$ cat src/source/stim_cfg_pkg.sv
// size defaults for the stimulus player
// stim_top takes its parameter defaults from here and passes them down
`default_nettype none

package stim_cfg_pkg;

   // ############################
   // stream and memory sizing
   // ############################

   // packet width in bits, upper part of each stored word
   parameter int packet_w_default = 64;

   // entries per lane memory
   parameter int depth_default = 256; // power of two keeps address wrap clean

   // ############################
   // stored word format
   // ############################

   // control field in the low bits of every stored word
   // fixed format, the delay and valid bit live here
   parameter int ctrl_w = 8;

endpackage

`default_nettype wire
$ cat src/source/stim_types_pkg.sv
// shared types for the stimulus player
// control field layout, lane tag and replay FSM states
`default_nettype none

package stim_types_pkg;

   // ############################
   // control field of a stored word
   // ############################

   // bit 0 marks a real entry, clear means end of list
   typedef struct packed {
      logic [stim_cfg_pkg::ctrl_w-2:0] delay;       // idle cycles after transfer
      logic                            entry_valid; // 0 = end marker
   } stim_ctrl_t;

   // ############################
   // lane tag
   // ############################

   typedef logic lane_t;

   localparam lane_t lane_id_a = 1'b0; // lane A
   localparam lane_t lane_id_b = 1'b1; // lane B

   // ############################
   // replay FSM
   // ############################

   typedef enum logic [1:0] {
      seq_idle   = 2'b00, // waiting for go
      seq_active = 2'b01, // fetching and presenting entries
      seq_pause  = 2'b10, // counting down an entry delay
      seq_done   = 2'b11  // end marker seen, never sends again
   } seq_state_t;

endpackage

`default_nettype wire

$ cat src/source/stim_stream_if.sv
// valid/ready packet stream between a lane and the merge
// transfer on any dut_clk edge with valid and ready both high
`timescale 1ns/1ps
`default_nettype none

interface stim_stream_if #(
   parameter int PACKET_W = stim_cfg_pkg::packet_w_default
) ();

   logic                valid;  // packet on the bus
   logic                ready;  // sink can take it
   logic [PACKET_W-1:0] packet; // held stable until transfer
   logic                done;   // level, source will never send again

   // lane side
   modport source (
      output valid,
      output packet,
      output done,
      input  ready
   );

   // merge side
   modport sink (
      input  valid,
      input  packet,
      input  done,
      output ready
   );

endinterface

`default_nettype wire

$ cat src/source/stim_merge.sv
// round-robin merge of the two lane streams into one tagged output
// also raises the overall done flag once everything has left
`timescale 1ns/1ps
`default_nettype none

module stim_merge #(
   parameter int PACKET_W = stim_cfg_pkg::packet_w_default
) (
   input  logic                  dut_clk,
   input  logic                  nreset,     // async, active low
   stim_stream_if.sink           lane_a,
   stim_stream_if.sink           lane_b,
   output logic                  out_valid,  // toward the DUT
   output logic [PACKET_W-1:0]   out_packet,
   output stim_types_pkg::lane_t out_lane,   // which lane sent it
   input  logic                  out_ready,  // DUT back-pressure
   output logic                  out_done    // all lanes finished and drained
);

   // ############################
   // declarations
   // ############################

   stim_types_pkg::lane_t rr_ptr; // lane that wins a tie

   logic reg_free; // output register empty or draining
   logic pick_b;   // lane B wins arbitration
   logic grant_a;
   logic grant_b;
   logic grant;

   // ############################
   // arbitration
   // ############################

   assign reg_free = !out_valid || out_ready;

   // lane B when alone, or when both are up and it is B's turn
   assign pick_b = lane_b.valid &&
                   (!lane_a.valid || (rr_ptr == stim_types_pkg::lane_id_b));

   assign grant_a = reg_free && lane_a.valid && !pick_b;
   assign grant_b = reg_free && pick_b;
   assign grant   = grant_a || grant_b;

   // ready back to the lanes, low while the DUT stalls a full register
   assign lane_a.ready = grant_a;
   assign lane_b.ready = grant_b;

   // pointer moves to the other lane after each grant
   always_ff @(posedge dut_clk or negedge nreset)
   begin
      if (!nreset)
         rr_ptr <= stim_types_pkg::lane_id_a;
      else if (grant)
         rr_ptr <= grant_a ? stim_types_pkg::lane_id_b
                           : stim_types_pkg::lane_id_a;
   end

   // ############################
   // output register
   // ############################

   always_ff @(posedge dut_clk or negedge nreset)
   begin
      if (!nreset)
         out_valid <= 1'b0;
      else if (grant)
         out_valid <= 1'b1;
      else if (out_ready)
         out_valid <= 1'b0; // drained, nothing new
   end

   // payload, held while out_ready is low
   always_ff @(posedge dut_clk)
   begin
      if (grant)
      begin
         out_packet <= pick_b ? lane_b.packet : lane_a.packet;
         out_lane   <= pick_b ? stim_types_pkg::lane_id_b
                              : stim_types_pkg::lane_id_a;
      end
   end

   // ############################
   // done
   // ############################

   // lane done levels never fall and a done lane never sends,
   // so this stays high once reached
   assign out_done = lane_a.done && lane_b.done && !out_valid;

endmodule

`default_nettype wire

$ cat src/flat_wrapper.sv
// flat-port wrapper written by rule: the top's interface ports become plain ports
module stim_merge_flat 
#(
   parameter int PACKET_W = stim_cfg_pkg::packet_w_default
)
  (dut_clk, nreset, out_valid, out_packet, out_lane, out_ready, out_done, lane_a_valid, lane_a_packet, lane_a_done, lane_a_ready, lane_b_valid, lane_b_packet, lane_b_done, lane_b_ready);
  stim_stream_if #(.PACKET_W(PACKET_W)) lane_a_i ();
  stim_stream_if #(.PACKET_W(PACKET_W)) lane_b_i ();
  input  logic dut_clk;
  input  logic nreset;
  output logic out_valid;
  output logic [PACKET_W-1:0] out_packet;
  output stim_types_pkg::lane_t out_lane;
  input  logic out_ready;
  output logic out_done;
  input wire logic [$bits(lane_a_i.valid)-1:0] lane_a_valid;
  input wire logic [$bits(lane_a_i.packet)-1:0] lane_a_packet;
  input wire logic [$bits(lane_a_i.done)-1:0] lane_a_done;
  output wire logic [$bits(lane_a_i.ready)-1:0] lane_a_ready;
  input wire logic [$bits(lane_b_i.valid)-1:0] lane_b_valid;
  input wire logic [$bits(lane_b_i.packet)-1:0] lane_b_packet;
  input wire logic [$bits(lane_b_i.done)-1:0] lane_b_done;
  output wire logic [$bits(lane_b_i.ready)-1:0] lane_b_ready;
  assign lane_a_i.valid = lane_a_valid;
  assign lane_a_i.packet = lane_a_packet;
  assign lane_a_i.done = lane_a_done;
  assign lane_a_ready = lane_a_i.ready;
  assign lane_b_i.valid = lane_b_valid;
  assign lane_b_i.packet = lane_b_packet;
  assign lane_b_i.done = lane_b_done;
  assign lane_b_ready = lane_b_i.ready;
  stim_merge #(.PACKET_W(PACKET_W)) u_core (.dut_clk(dut_clk), .nreset(nreset), .lane_a(lane_a_i), .lane_b(lane_b_i), .out_valid(out_valid), .out_packet(out_packet), .out_lane(out_lane), .out_ready(out_ready), .out_done(out_done));
endmodule
$ cat config.mk
export PLATFORM = sky130hd
export DESIGN_NAME = stim_merge_flat
export DESIGN_NICKNAME = d
export VERILOG_FILES = /design/src/source/stim_cfg_pkg.sv /design/src/source/stim_types_pkg.sv /design/src/source/stim_stream_if.sv /design/src/source/stim_merge.sv /design/src/flat_wrapper.sv
export SDC_FILE = /design/constraint.sdc
export NUM_CORES = 1
export LEC_CHECK = 0
export ABC_CLOCK_PERIOD_IN_PS = 5700
export BUFFER_PORTS_ARGS = -buffer_cell sky130_fd_sc_hd__buf_2
export CAP_MARGIN = 20
export CORE_MARGIN = 10
export CORE_UTILIZATION = 42
export CTS_CLUSTER_DIAMETER = 100
export CTS_CLUSTER_SIZE = 12
export DETAILED_ROUTE_END_ITERATION = 16
export HOLD_SLACK_MARGIN = 0.06
export PLACE_DENSITY_LB_ADDON = 0.12
export RECOVER_POWER = 25
export SETUP_SLACK_MARGIN = 0.5
export SKIP_LAST_GASP = 1
export SLEW_MARGIN = 20
export SYNTH_ARGS = -nofsm -noshare
export SYNTH_HDL_FRONTEND = slang
export SYNTH_SLANG_ARGS = --single-unit
$ cat constraint.sdc
create_clock -name dut_clk -period 5.7 [get_ports dut_clk]
set_clock_uncertainty 0.1 [all_clocks]
set_input_delay 0.285 -clock dut_clk [delete_from_list [all_inputs] [get_ports dut_clk]]
set_output_delay 0.285 -clock dut_clk [all_outputs]
set_load 0.005 [all_outputs]
==> metrics.csv, run 1 <==
stage,metric,value,unit
clocking,clk_path_buf_depth,2,
routing,routed_wl,8429,um
setup_path,max_stage_delay,0.62,ns
grt,grt_max_degree,66,
sta,fin_crit,2.164,ns
placement,gp_congestion,0.7554,
synth,syn-cell-area,3047,sq um
clocking,clk_latency,0.32,ns
clocking,tritoncts,done,
routing,route.met3.wl,733,um
setup_path,crit_chain,nand2b_1 -> nor2b_4 -> buf_4,
setup_path,crit_path_end_kind,flip-flop,
clocking,htreeDepth,3,
power,peakVddDrop,0.1288,mV
power,p_total,0.001144,W
sta,fin_crit_sh,0.3796,
sta,maxSlewViolCount,0,
finish,multiInputGateArea,983.4,sq um
min_path,holdCritPathClass,primary input to flip-flop,
sta,maxSlewHeadroom,0.5569,
synth,synth_seq_area_share,0.6571,
grt,grt_overflow_total,0,
finish,num_antenna_cells,0,
setup_path,reg2reg_depth,3,
sta,finalSetupTns,0,ns
sta,timing_hold_violations_final,0,
setup_path,critical-path-slowest-cell,buf_4,
synth,syn_inst,152,
floorplanning,coreArea,6907,sq um
run,drv_cap,0,
finish,seqCellArea,2002,sq um
setup_path,worstPathArrival,2.02,ns
setup_path,worstPathRequired,5.55,ns
sta,worst_slack,3.536,ns
synth,ys_warn_count,0,
placement,io_buffers,203,
floorplanning,die_w,105.2,um
setup_path,critPathMaxFanout,50,
floorplanning,initial_utilization,0.4411,
sta,holdWs,0.1402,ns
setup_path,r2r_slack,3.54,ns
routing,drt-met1-wl,3016,um
setup_path,path_class,flip-flop to flip-flop,
power,power_density,268.2,nW/um^2
finish,fin_nets,497,
grt,grt_pass1_wl,12360,um
clocking,cts_inserted_buffers,9,
routing,drtIter0Drc,60,
routing,topRoutingLayerUsed,met4,
routing,firstDrtPassIters,4,
floorplanning,io_pins,204,
sta,rsz0062_at_grt,false,
sta,max_freq,462.1,MHz
finish,nFillCells,610,
routing,wl_met2,4603,um
sta,tightest_slew,0.6646,ns
synth,postSynthAreaPerCell,20.04,sq um
floorplanning,die_y,105.2,um
clocking,root_buffer,clkbuf_8,
sta,setup_violations,0,
floorplanning,rows,30,
finish,drive_gt1_frac,0.6431,
floorplanning,die-area,11060,sq um
routing,ant_nets,0,
run_status,status,"finished, final reports clean",
synth,synth.distinct_cells,14,
placement,dp.cells,445,
clocking,cts_resized,0,
routing,dr_total_vias,2089,
clocking,clock_sinks,67,
grt,grt_use_total,0.1429,
grt,grt_pass1_vias,2309,
routing,drt-wirelength-per-cell,18.21,um
min_path,min_delay_path_depth,3,
synth,ys_ff_latch,67,
clocking,clk_pin_slew,0.07,ns
placement,place_ws,3.473,ns
grt,antenna_found_initial,0,
setup_path,cp-start-kind,flip-flop,
finish,stdcell_count,463,
synth,syn_nets,287,
power,total_leakage_power,1.948,nW
routing,drc,0,
finish,area.growth.synth_to_final,40.00,%
routing,post_drt_via_cell_ratio,4.512,
through the flow:
stage | area (sq um) | utilization
floorplan | 3047 | -
global placement | 4133 | 0.5984
detailed placement | 4133 | 0.5984
CTS | 4294 | 0.6217
global route | 4265 | 0.6176
finish | 4265 | 0.6176
final cells by class:
class,count,area share
inverter,1,0.0008800
timing repair buffer,206,0.2356
clock buffer,11,0.03080
clock inverter,5,0.004693
multi-input combinational,77,0.2306
sequential,67,0.4693
tap,96,0.02816
logic make-up (layout without fill, tap and decap cells):
logic type | Yosys count | in the layout | share of synthesized area
simple gates | 10 | 10 | 0.01561
compound gates | 3 | 3 | 0.005340
buf+inv | 8 | 223 | 0.02505
mux | 64 | 64 | 0.2969
flops | 67 | 67 | 0.6571
worst max-delay path, delay by kind of cell, from the launching register on:
| family | cells | cell delay (ns) |
|---|---|---|
| and+or+nand+nor | 2 | 0.64 |
| buffers and inverters | 1 | 0.62 |
| DFF | 1 | 0.39 |
Yosys cell counts:
| master | number | area share |
|---|---|---|
| buf_2 | 1 | 0.0016 |
| mux2_4 | 49 | 0.24 |
| edfxtp_1 | 65 | 0.64 |
| mux2_2 | 15 | 0.055 |
| and3_1 | 1 | 0.0021 |
| inv_1 | 1 | 0.0012 |
| nand2b_1 | 2 | 0.0041 |
| a21oi_1 | 2 | 0.0033 |
| dfrtp_1 | 2 | 0.016 |
| nor2b_1 | 1 | 0.0021 |
| nand2_1 | 4 | 0.0049 |
| a31oi_1 | 1 | 0.0021 |
| nor2_1 | 2 | 0.0025 |
| buf_6 | 6 | 0.022 |
cell usage in the layout (no fill, tap or decap), drive strengths merged:
| cell type | n |
|---|---|
| edfxtp | 65 |
| and3 | 1 |
| nand2b | 2 |
| a31oi | 1 |
| nor2 | 2 |
| nand2 | 4 |
| nor2b | 1 |
| a21oi | 2 |
| dlygate4sd3 | 1 |
| inv | 1 |
| clkbuf | 56 |
| buf | 160 |
| dfrtp | 2 |
| mux2 | 64 |
| clkinv | 5 |
where the power goes:
| part | total (W) | internal [W] | switching, W |
|---|---|---|---|
| Clock | 0.000313 | 0.000152 | 0.000161 |
| Sequential | 0.000610 | 0.000598 | 0.0000114 |
| Combinational | 0.000222 | 0.000130 | 0.0000920 |
registers in the layout, summed over array words and instances, names as in the netlist:
| name | cells |
|---|---|
| u_core.out_valid | 1 |
| u_core.rr_ptr | 1 |
| u_core.out_lane | 1 |
| u_core.out_packet | 64 |
worst paths after layout:
kind                             startpoint                     to
max                        u_core.out_valid  u_core.out_packet[11]
min in group asynchronous            nreset          u_core.rr_ptr
min reg2reg                   u_core.rr_ptr          u_core.rr_ptr
max reg2reg                u_core.out_valid  u_core.out_packet[11]
min                            lane_a_valid       u_core.out_valid
max in group asynchronous            nreset       u_core.out_valid
per-layer routing:
layer | GRT usage | vias to the layer above
met3 | 0.05528 | 6
li1 | - | 1008
met1 | 0.1410 | 967
met5 | 0 | -
met2 | 0.2625 | 108
met4 | 0.05588 | 0
repair_timing:
action | 4_1_cts | 5_1_grt
hold buffers | 1 | 0
setup buffers | 0 | 0
endpoints found under the hold margin | 2 | 0
setup endpoints to repair | 0 | 0
Note: power is estimated with default switching activity, not from simulation.
==> inputs of run 2 (changes only) <==
--- a/config.mk
+++ b/config.mk
@@ -5,7 +5,7 @@
 export SDC_FILE = /design/constraint.sdc
 export NUM_CORES = 1
 export LEC_CHECK = 0
-export ABC_CLOCK_PERIOD_IN_PS = 5700
+export ABC_CLOCK_PERIOD_IN_PS = 2200
 export BUFFER_PORTS_ARGS = -buffer_cell sky130_fd_sc_hd__buf_2
 export CAP_MARGIN = 20
 export CORE_MARGIN = 10
==> constraint.sdc (replaced) <==
create_clock -name dut_clk -period 2.2 [get_ports dut_clk]
set_clock_uncertainty 0.1 [all_clocks]
set_input_delay 0.11 -clock dut_clk [delete_from_list [all_inputs] [get_ports dut_clk]]
set_output_delay 0.11 -clock dut_clk [all_outputs]
set_load 0.005 [all_outputs]
==> metrics.csv, run 2 <==
stage,metric,value,unit
run_status,failed_stage,clock tree synthesis,
synth,synth.top_cells.by_area,"edfxtp_1, mux2_4, mux2_2",
synth,ys_warn_count,0,
synth,syn-cell-area,3047,sq um
synth,yosysMostFrequentCell,edfxtp_1,
placement,io_buffers,203,
clocking,clk_path_buf_depth,2,
clocking,clock_sinks,67,
clocking,cts_inserted_buffers,9,
synth,synth.top_cell.area_share,0.6407,
synth,postSynthAreaPerCell,20.04,sq um
placement,place_hpwl,6895,um
floorplanning,io_pins,204,
clocking,root_buffer,clkbuf_8,
floorplanning,initial_utilization,0.4411,
synth,syn_inst,152,
clocking,cts_resized,0,
clocking,cts_hold_buf,101,
synth,synth.distinct_cells,14,
clocking,htreeDepth,3,
floorplanning,die_y,105.2,um
run_status,status,did not finish,
synth,synth_edf_count,65,
floorplanning,die_w,105.2,um
synth,ys.flop_type,edfxtp_1,
placement,gp_congestion,0.7627,
synth,synth_common_cells,"edfxtp_1, mux2_4, mux2_2, buf_6, nand2_1",
clocking,cts_setup_buffers,0,
synth,synthArstFlopShare,0.02985,
synth,synth_top_area_cell,edfxtp_1,
synth,ys_ff_latch,67,
floorplanning,rows,30,
synth,synth_seq_area_share,0.6571,
synth,syn_nets,287,
run_status,tool.error,[ERROR RSZ-0060] Max buffer count reached.,
run 2: cell counts after synthesis:
Identical to the previous run, type by type.
run 2: kinds of logic after synthesis:
| logic type | Yosys count | synth area share |
|---|---|---|
| DFF | 67 | 0.6571 |
| muxes | 64 | 0.2969 |
| and+or+nand+nor | 10 | 0.01561 |
| buffers and inverters | 8 | 0.02505 |
| AOI/OAI and AO/OA | 3 | 0.005340 |
run 2: stage by stage:
step / hold slack (ns) / cell area (sq um) / setup WS, ns / std cells
floorplan: -0.2856 / 3054 / 0.09846 / 152
global placement: -0.1998 / 4180 / 0.5311 / 448
detailed placement: -0.1966 / 4180 / 0.5156 / 448
==> inputs of run 3 (changes only) <==
--- a/config.mk
+++ b/config.mk
@@ -9,14 +9,10 @@
 export BUFFER_PORTS_ARGS = -buffer_cell sky130_fd_sc_hd__buf_2
 export CAP_MARGIN = 20
 export CORE_MARGIN = 10
-export CORE_UTILIZATION = 42
-export CTS_CLUSTER_DIAMETER = 100
-export CTS_CLUSTER_SIZE = 12
+export CORE_UTILIZATION = 31
 export DETAILED_ROUTE_END_ITERATION = 16
-export HOLD_SLACK_MARGIN = 0.06
-export PLACE_DENSITY_LB_ADDON = 0.12
+export PLACE_DENSITY_LB_ADDON = 0.15
 export RECOVER_POWER = 25
-export SETUP_SLACK_MARGIN = 0.5
 export SKIP_LAST_GASP = 1
 export SLEW_MARGIN = 20
 export SYNTH_ARGS = -nofsm -noshare
==> metrics.csv, run 3 <==
stage,metric,value,unit
synth,syn_nets,287,
synth,syn-cell-area,3047,sq um
run_status,tool.error,[ERROR RSZ-0060] Max buffer count reached.,
clocking,cts_resized,0,
synth,synthMuxAreaShare,0.2969,
run_status,status,did not finish,
floorplanning,die_w,119.1,um
clocking,clock_sinks,67,
synth,synth_seq_area_share,0.6571,
clocking,cts_setup_buffers,0,
placement,place_ws,0.4775,ns
clocking,root_buffer,clkbuf_8,
synth,synth_edf_count,65,
synth,syn_inst,152,
placement,dp.cells,486,
synth,synth.top_cell.area_share,0.6407,
floorplanning,die_y,119.1,um
clocking,cts_hold_buf,101,
synth,ys_warn_count,0,
synth,synth_common_cells,"edfxtp_1, mux2_4, mux2_2, buf_6, nand2_1",
synth,synth_xor_area_frac,0,
synth,postSynthAreaPerCell,20.04,sq um
run_status,failed_stage,clock tree synthesis,
synth,synthAdderAreaFrac,0,
synth,synthSimpleGateAreaFrac,0.01561,
placement,io_buffers,203,
synth,synth-compound-area-share,0.005339,
floorplanning,initial_utilization,0.3146,
placement,gp_congestion,0.7167,
synth,synth.top_cells.by_area,"edfxtp_1, mux2_4, mux2_2",
synth,synth_top_family_by_area,multiplexers,
synth,ys_ff_latch,67,
floorplanning,rows,36,
synth,synthArstFlopShare,0.02985,
clocking,clk_path_buf_depth,2,
placement,place_hpwl,7087,um
synth,ys.flop_type,edfxtp_1,
floorplanning,io_pins,204,
clocking,htreeDepth,3,
clocking,cts_inserted_buffers,9,
synth,synth_top_area_cell,edfxtp_1,
synth,synth.distinct_cells,14,
synth,yosysMostFrequentCell,edfxtp_1,
==> run 3: cells by family after synthesis <==
group / after synthesis
AO/OA/AOI/OAI: 3
AND/OR/NAND/NOR: 10
buffers and inverters: 8
multiplexers: 64
flip-flops: 67
==> run 3: metrics by stage <==
step                instance area [sq um]  hold slack (ns)  utilization
global placement                     4259          -0.2020       0.4398
floorplan                            3054          -0.2856            -
detailed placement                   4259          -0.1990       0.4398
